<file path="config.mk">
export PLATFORM = sky130hd
export DESIGN_NAME = fifo_top
export DESIGN_NICKNAME = d
export VERILOG_FILES = /design/src/rtl/fifo_data_pkg.sv /design/src/rtl/fifo_ptr_pkg.sv /design/src/rtl/fifo_status_signal.sv /design/src/rtl/fifo_ram.sv /design/src/rtl/fifo_top.sv
export VERILOG_INCLUDE_DIRS = /design/src /design/src/rtl
export SDC_FILE = /design/constraint.sdc
export NUM_CORES = 1
export LEC_CHECK = 0
export BUFFER_PORTS_ARGS = -buffer_cell sky130_fd_sc_hd__buf_2
export CORE_MARGIN = 5
export CORE_UTILIZATION = 55
export CTS_BUF_LIST = sky130_fd_sc_hd__clkbuf_8 sky130_fd_sc_hd__clkbuf_16
export DETAILED_ROUTE_END_ITERATION = 8
export PLACE_DENSITY = 0.73
export SLEW_MARGIN = 20
export SYNTH_ARGS = -nofsm -noshare
export SYNTH_HDL_FRONTEND = slang
export SYNTH_HIERARCHICAL = 1
export SYNTH_SLANG_ARGS = --single-unit
</file>
<file path="constraint.sdc">
create_clock -name clk -period 4.1 [get_ports clk]
set_input_delay 0.41 -clock clk [delete_from_list [all_inputs] [get_ports clk]]
set_output_delay 0.41 -clock clk [all_outputs]
set_load 0.02 [all_outputs]
</file>
<file path="src/rtl/fifo_cfg.svh">
// Configuration macros for the synchronous RAM-based FIFO
// Depth, data word width and pointer index width

`ifndef FIFO_CFG_SVH
`define FIFO_CFG_SVH

//////////////////////////////////////////////////////////////////////////////
// Storage geometry
//////////////////////////////////////////////////////////////////////////////

// Number of entries, need not be a power of two
`define FIFO_DEPTH 13

// Bits per stored word
`define FIFO_DATA_WIDTH 16

//////////////////////////////////////////////////////////////////////////////
// Pointer geometry
//////////////////////////////////////////////////////////////////////////////

// Index bits, enough to address FIFO_DEPTH entries
// The wrapped pointer adds one wrap bit above this
`define FIFO_PTR_WIDTH 4

`endif

</file>
<file path="src/rtl/fifo_data_pkg.sv">
// Data path types for the FIFO
// Stored word type shared by the RAM, the top level and the testbench

`include "fifo_cfg.svh"

package fifo_data_pkg;

    //////////////////////////////////////////////////////////////////////////
    // Data word
    //////////////////////////////////////////////////////////////////////////

    // One stored entry, as written and as read back
    typedef logic [`FIFO_DATA_WIDTH-1:0] data_word_t;

endpackage

</file>
<file path="src/rtl/fifo_ptr_pkg.sv">
// Pointer and occupancy types for the FIFO
// RAM index, wrapped pointer and level

`include "fifo_cfg.svh"

package fifo_ptr_pkg;

    //////////////////////////////////////////////////////////////////////////
    // Pointers
    //////////////////////////////////////////////////////////////////////////

    // RAM address, 0 to FIFO_DEPTH-1
    typedef logic [`FIFO_PTR_WIDTH-1:0] ptr_index_t;

    // Wrap bit on top, index below
    // Wrap bit toggles each time the index passes the last entry
    typedef logic [`FIFO_PTR_WIDTH:0] ptr_wrap_t;

    //////////////////////////////////////////////////////////////////////////
    // Occupancy
    //////////////////////////////////////////////////////////////////////////

    // Stored word count, 0 to FIFO_DEPTH inclusive
    // One bit wider than an index so the full count fits
    typedef logic [`FIFO_PTR_WIDTH:0] level_t;

endpackage

</file>
<file path="src/rtl/fifo_status_signal.sv">
// Pointer and status block of the FIFO
// Wrapped write and read pointers, strobe qualification
// Full, empty and level derived from the pointer pair

`timescale 1ns/1ns

`include "fifo_cfg.svh"

module fifo_status_signal (
    input  logic                     clk,
    input  logic                     reset,
    // Strobes from outside
    input  logic                     write,
    input  logic                     read,
    // Qualified accesses toward the RAM
    output logic                     wr_en,
    output logic                     rd_en,
    output fifo_ptr_pkg::ptr_index_t wr_addr,
    output fifo_ptr_pkg::ptr_index_t rd_addr,
    // Status
    output logic                     full,
    output logic                     empty,
    output fifo_ptr_pkg::level_t     level
);

    import fifo_ptr_pkg::*;

    //////////////////////////////////////////////////////////////////////////
    // Declarations
    //////////////////////////////////////////////////////////////////////////

    // Last valid RAM index, where a pointer wraps
    localparam ptr_index_t LAST_INDEX = ptr_index_t'(`FIFO_DEPTH - 1);

    // Registered wrapped pointers
    ptr_wrap_t wr_ptr;
    ptr_wrap_t rd_ptr;

    // Pointer fields
    logic       wr_wrap;
    logic       rd_wrap;
    ptr_index_t wr_index;
    ptr_index_t rd_index;

    // Comparisons shared by the flags
    logic index_equal;
    logic wrap_equal;

    // Index difference, widened to level width
    level_t index_diff;

    //////////////////////////////////////////////////////////////////////////
    // Pointer advance
    //////////////////////////////////////////////////////////////////////////

    // Next pointer value after one accepted access
    // At the last entry the index returns to 0 and the wrap bit flips
    function automatic ptr_wrap_t advance(input ptr_wrap_t ptr);
        ptr_wrap_t nxt;
        if (ptr[`FIFO_PTR_WIDTH-1:0] == LAST_INDEX) begin
            nxt = {~ptr[`FIFO_PTR_WIDTH], {`FIFO_PTR_WIDTH{1'b0}}};
        end else begin
            // No carry into the wrap bit below the last entry
            nxt = ptr + 1'b1;
        end
        return nxt;
    endfunction

    //////////////////////////////////////////////////////////////////////////
    // Field split
    //////////////////////////////////////////////////////////////////////////

    assign wr_wrap  = wr_ptr[`FIFO_PTR_WIDTH];
    assign rd_wrap  = rd_ptr[`FIFO_PTR_WIDTH];
    assign wr_index = wr_ptr[`FIFO_PTR_WIDTH-1:0];
    assign rd_index = rd_ptr[`FIFO_PTR_WIDTH-1:0];

    // RAM addresses come straight from the indices
    assign wr_addr = wr_index;
    assign rd_addr = rd_index;

    //////////////////////////////////////////////////////////////////////////
    // Flags
    //////////////////////////////////////////////////////////////////////////

    assign index_equal = (wr_index == rd_index);
    assign wrap_equal  = (wr_wrap == rd_wrap);

    // Same index, same lap
    assign empty = index_equal & wrap_equal;

    // Same index, writer one lap ahead
    assign full = index_equal & ~wrap_equal;

    //////////////////////////////////////////////////////////////////////////
    // Strobe qualification
    //////////////////////////////////////////////////////////////////////////

    // Write while full is dropped
    assign wr_en = write & ~full;

    // Read while empty is dropped
    assign rd_en = read & ~empty;

    //////////////////////////////////////////////////////////////////////////
    // Write pointer
    //////////////////////////////////////////////////////////////////////////

    always_ff @(posedge clk) begin
        if (reset) begin
            wr_ptr <= '0;
        end else if (wr_en) begin
            wr_ptr <= advance(wr_ptr);
        end
    end

    //////////////////////////////////////////////////////////////////////////
    // Read pointer
    //////////////////////////////////////////////////////////////////////////

    always_ff @(posedge clk) begin
        if (reset) begin
            rd_ptr <= '0;
        end else if (rd_en) begin
            rd_ptr <= advance(rd_ptr);
        end
    end

    //////////////////////////////////////////////////////////////////////////
    // Level
    //////////////////////////////////////////////////////////////////////////

    // Modulo difference, negative when the writer has wrapped
    assign index_diff = level_t'(wr_index) - level_t'(rd_index);

    // Writer a lap ahead adds one full depth to the difference
    always_comb begin
        if (wrap_equal) begin
            level = index_diff;
        end else begin
            level = level_t'(`FIFO_DEPTH) + index_diff;
        end
    end

endmodule

</file>
<file path="src/rtl/fifo_ram.sv">
// FIFO storage array
// Synchronous write port, registered read port with a valid pulse

`timescale 1ns/1ns

`include "fifo_cfg.svh"

module fifo_ram (
    input  logic                     clk,
    input  logic                     reset,
    // Write port
    input  logic                     wr_en,
    input  fifo_ptr_pkg::ptr_index_t wr_addr,
    input  fifo_data_pkg::data_word_t wr_data,
    // Read port
    input  logic                     rd_en,
    input  fifo_ptr_pkg::ptr_index_t rd_addr,
    output fifo_data_pkg::data_word_t rd_data,
    output logic                     rd_valid
);

    import fifo_data_pkg::*;

    //////////////////////////////////////////////////////////////////////////
    // Storage
    //////////////////////////////////////////////////////////////////////////

    // One word per entry, addresses 0 to FIFO_DEPTH-1
    data_word_t mem [`FIFO_DEPTH];

    // Read data register
    data_word_t rd_data_q;

    // Valid flag for the read register
    logic rd_valid_q;

    //////////////////////////////////////////////////////////////////////////
    // Write port
    //////////////////////////////////////////////////////////////////////////

    // Word lands in the array on the same edge it is accepted
    always_ff @(posedge clk) begin
        if (wr_en) begin
            mem[wr_addr] <= wr_data;
        end
    end

    //////////////////////////////////////////////////////////////////////////
    // Read port
    //////////////////////////////////////////////////////////////////////////

    // Holds the last word fetched until the next accepted read
    always_ff @(posedge clk) begin
        if (rd_en) begin
            rd_data_q <= mem[rd_addr];
        end
    end

    // High for exactly one cycle per accepted read
    always_ff @(posedge clk) begin
        if (reset) begin
            rd_valid_q <= 1'b0;
        end else begin
            rd_valid_q <= rd_en;
        end
    end

    assign rd_data  = rd_data_q;
    assign rd_valid = rd_valid_q;

endmodule

</file>
<file path="src/rtl/fifo_top.sv">
// Top level of the synchronous RAM-based FIFO
// Pointer and status block steering the storage array

`timescale 1ns/1ns

module fifo_top (
    input  logic                      clk,
    input  logic                      reset,
    // Write side
    input  logic                      write,
    input  fifo_data_pkg::data_word_t wr_data,
    // Read side
    input  logic                      read,
    output fifo_data_pkg::data_word_t rd_data,
    output logic                      rd_valid,
    // Status
    output logic                      full,
    output logic                      empty,
    output fifo_ptr_pkg::level_t      level
);

    import fifo_ptr_pkg::*;

    //////////////////////////////////////////////////////////////////////////
    // Internal wires
    //////////////////////////////////////////////////////////////////////////

    // Qualified write access
    logic       wr_en;
    ptr_index_t wr_addr;

    // Qualified read access
    logic       rd_en;
    ptr_index_t rd_addr;

    //////////////////////////////////////////////////////////////////////////
    // Pointer and status block
    //////////////////////////////////////////////////////////////////////////

    // Turns the raw strobes into RAM enables and addresses
    fifo_status_signal i_status (
        .clk     (clk),
        .reset   (reset),
        .write   (write),
        .read    (read),
        .wr_en   (wr_en),
        .rd_en   (rd_en),
        .wr_addr (wr_addr),
        .rd_addr (rd_addr),
        .full    (full),
        .empty   (empty),
        .level   (level)
    );

    //////////////////////////////////////////////////////////////////////////
    // Storage array
    //////////////////////////////////////////////////////////////////////////

    // Read word and valid appear one cycle after rd_en
    fifo_ram i_ram (
        .clk      (clk),
        .reset    (reset),
        .wr_en    (wr_en),
        .wr_addr  (wr_addr),
        .wr_data  (wr_data),
        .rd_en    (rd_en),
        .rd_addr  (rd_addr),
        .rd_data  (rd_data),
        .rd_valid (rd_valid)
    );

endmodule

</file>
==> impl_metrics.csv <==
group,metric,value,unit
status,outcome,"completed",
final_layout,antenna-diode-count,0,
logic_synthesis,post-synth-top-area-fraction,72.51,%
logic_synthesis,yosysTopAreaCell,"edfxtp_1",
worst_setup_path,timing.critical_path.arrival,2880,ps
logic_synthesis,mappedNetlistNets,497,
clock_network,cts.sinks,235,
logic_synthesis,synth_area_leaders,"edfxtp_1 (73%), mux4_2 (10%), dfxtp_1 (2.4%)",
final_layout,layout.area.seq,6950,um2
die,floorplan.initialDensity,55.94,%
clock_network,clock_insertion_delay_worst_skew,500,ps
clock_network,post_cts_resized,0,
logic_synthesis,post_synth_xor_area_fraction,0.9442,%
timing,maxSlewHeadroom,43.48,%
worst_setup_path,worst-endpoint-required,3690,ps
pwr,switching_share,21.50,%
pwr,comb_power_share,8.5,%
die,die-width,139.9,um
final_layout,layout_cells_sized_above_1,27.84,%
worst_hold_path,worstHoldEndpoint,"i_status/wr_ptr[1]",
placed_design,post-place-cells,728,
detailed_routing,via_count,4601,
timing,final_period_minus_worst_setup_slack,3292,ps
final_layout,area_occupied_by_multi_input_gates,2112,um2
timing,finClkSkew,7.488,ps
detailed_routing,route.detailed.wl_per_inst,24.00,um
logic_synthesis,post_synthesis_instance_area,9276,um2
die,boundaryPins,44,
placed_design,placement.setup.worst_slack,1037,ps
clock_network,holdBufCountCts,0,
global_routing,maximum_number_of_pins_on_one_net_before_global_route_repair,52,
timing,max_freq,303.8,MHz
pwr,p_switching,1.119,mW
detailed_routing,drc_errors,0,
clock_network,cts_made_buffers,24,
pwr,tot_pwr,5.204,mW
die,rows,47,
worst_setup_path,startpoint,"i_status/wr_ptr[0]",
die,coreArea,16580,um2
worst_setup_path,maximum_fanout_along_the_worst_path,12,
logic_synthesis,synth_top_family_by_area,"multiplexers",
global_routing,number_of_global_route_vias_before_repair,4734,
worst_setup_path,crit_chain,"inv_1, ha_1, inv_1, fa_1, ha_1, nand2b_1, o21ai_0, xnor2_1, buf_2",
worst_hold_path,holdPathStages,2,
timing,tightest_slew,847.9,ps
logic_synthesis,number_of_warnings_reported_in_the_yosys_synthesis_log,6,
worst_hold_path,worst_hold_path_type,"primary input to register",
timing,final-hold-violation-count,0,
clock_network,cts-root-buf,"clkbuf_16",
worst_setup_path,worst-r2r-setup-slack,1000,ps
clock_network,path_clk_slew,60,ps
detailed_routing,drt-vias-per-instance,6.007,
pwr,internal_power_component,4.085,mW
die,dieHeight,139.9,um
final_layout,final.fill_count,1167,
logic_synthesis,yosys.cell_types.count,37,
logic_synthesis,synth_compound_gate_area_share,3.777,%
detailed_routing,routed_wl,18380,um
timing,rsz0062_at_grt,"false",
logic_synthesis,synth-seq-area-share,74.89,%
global_routing,globalRoute.totalOverflow,0,
worst_hold_path,worstHoldStart,"reset",
logic_synthesis,synthSimpleGateAreaFrac,2.738,%
pwr,power_per_cell_area,495.1,nW/um2
final_layout,final-instance-count-excl-fill,766,
clock_network,post-cts-setup-buffer-count,0,
global_routing,initial_antenna_violation_count,0,
worst_setup_path,r2r_start,"i_status/wr_ptr[0]",
pwr,leakage,3.431,nW
clock_network,ctsHtreeMaxLevel,1,
clock_network,tritoncts,"done",
timing,post-route-period-util,80.29,%
timing,worst_hold_slack,239.7,ps
final_layout,postLayoutCoreUtil,63.38,%
final_layout,num-nets-final,564,
final_layout,syn2layout_area_growth,13.30,%
logic_synthesis,avg_inst_size_synth,19.86,um2
worst_setup_path,worst_r2r_endpoint,"i_ram/mem[11][9]",
pwr,ir_worst_vdd,0.0002996,V
worst_setup_path,worstRegToRegCells,7,
logic_synthesis,syn_inst,467,
detailed_routing,dr.pass1.iters,5,
placed_design,placement.cell_area,9771,um2
worst_setup_path,slowest_stage,"dfxtp_1",
worst_setup_path,slowest_delay,600,ps
pwr,sequential_cell_fraction_of_total_power,52.1,%
timing,postLayoutSetupSlackWorst,808.0,ps
job,max_cap_viol_count,0,
logic_synthesis,yosys_register_bits,235,
global_routing,grtUsageTotal,18.99,%
clock_network,clk_path_buf_depth,3,
timing,count_of_endpoints_failing_setup_in_the_final_report,0,
final_layout,fin_area,10510,um2
logic_synthesis,synth.mux.area_fraction,13.66,%
pwr,clockPowerShare,39.3,%
die,die_area,19560,um2
logic_synthesis,yosys.area_share.adder,1.430,%
global_routing,global_route_wire_length_before_repair,28480,um
worst_setup_path,worst-setup-path-type,"register to output pin",
placed_design,place.gp.congestion,0.8155,
detailed_routing,drtAntennaViolNets,0,
placed_design,port_buffers,43,
timing,tns,0,ps
timing,timing.final.max_slew_violations,0,
detailed_routing,drtIter0Drc,407,
placed_design,dp.final_hpwl,10950,um
worst_setup_path,timing.critical_path.from_type,"register",
worst_setup_path,critPathCaptureType,"output pin",
[sequential cells by signal, summed over array words and instances, names as in the netlist]
signal           cells
i_ram/mem          208
i_ram/rd_data       16
i_status/rd_ptr      5
i_status/wr_ptr      5
i_ram/rd_valid       1
[kinds of logic (layout without fill, tap and decap cells)]
family / count (synthesis) / in the layout
adder cells (fa/ha/maj): 10 / 10
multiplexers: 64 / 64
AO/OA/AOI/OAI: 58 / 58
AND/OR/NAND/NOR: 55 / 55
buffers and inverters: 35 / 114
flip-flops: 235 / 235
XOR/XNOR: 10 / 10
[power groups by stage]
stage          Combinational, mW  Sequential, mW  Clock [mW]
3_3_place_gp               0.433            2.76           0
4_1_cts                    0.448            2.71        2.09
3_5_place_dp               0.446            2.76           0
5_1_grt                    0.485            2.72        2.18
2_1_floorplan              0.293            2.79           0
6_report                   0.443            2.71        2.05
[worst max-delay path by stage]
stage | to
floorplan | i_ram/mem[0][0]
global placement | i_ram/mem[11][11]
detailed placement | i_ram/mem[11][5]
CTS | level[4]
global route | level[4]
finish | level[4]
[synth_stat cells]
master and n:
o21a_1 2, or3b_2 1, nand2_1 9, buf_6 3, a211oi_1 1, nand4_1 1, mux2i_1 16, xor2_1 4
xnor2_1 6, clkbuf_1 3, nor2_1 26, a311oi_1 1, mux4_2 41, buf_4 13, mux4_1 7, dfxtp_1 11
o2111ai_1 1, nand3b_1 2, o41ai_1 2, ha_1 9, buf_8 1, a31oi_1 2, nand3_1 2, inv_1 8
edfxtp_1 224, a21oi_1 27, fa_1 1, nand2b_1 6, o2111ai_2 1, o21ai_0 3, or2_2 2, buf_2 6
nor3_1 4, a21o_1 2, o22ai_1 16, nor2b_1 2, buf_12 1
[worst max-delay path: cells and delay by family, from the launching register on]
family | cells | cell delay [ps]
compound gates | 1 | 190
xor+xnor | 1 | 140
fa+ha+maj | 3 | 920
buf+inv | 3 | 400
flops | 1 | 600
simple gates | 1 | 130
[cell type report]
class / count / share of cell area [%]
tap: 220 / 2.619
inverter: 8 / 0.2857
sequential: 235 / 66.13
clock buffer: 25 / 5.952
clock inverter: 13 / 1.083
timing repair buffer: 68 / 3.833
multi-input combinational: 197 / 20.10
[cells in the final DEF, fill, tap and decap left out, types with 4 or more instances in the layout]
cell type	n
o22ai_1	16
nand2b_1	6
clkbuf_16	25
edfxtp_1	224
mux4_1	7
mux4_2	41
buf_2	43
buf_4	25
inv_1	11
a21oi_1	27
xor2_1	4
nor2_1	26
xnor2_1	6
dfxtp_1	8
nor3_2	4
ha_1	9
mux2i_1	16
nand2_1	9
[routing by layer]
metal | GRT usage [%] | share of wire, % | up-vias
met1 | 27.60 | 44 | 2394
met4 | 3.825 | 1.6 | 0
met2 | 31.32 | 50 | 157
met3 | 2.813 | 4.9 | 31
met5 | 0 | 0 | -
li1 | - | - | 2019
No activity file was read; power rests on OpenSTA's default activity.
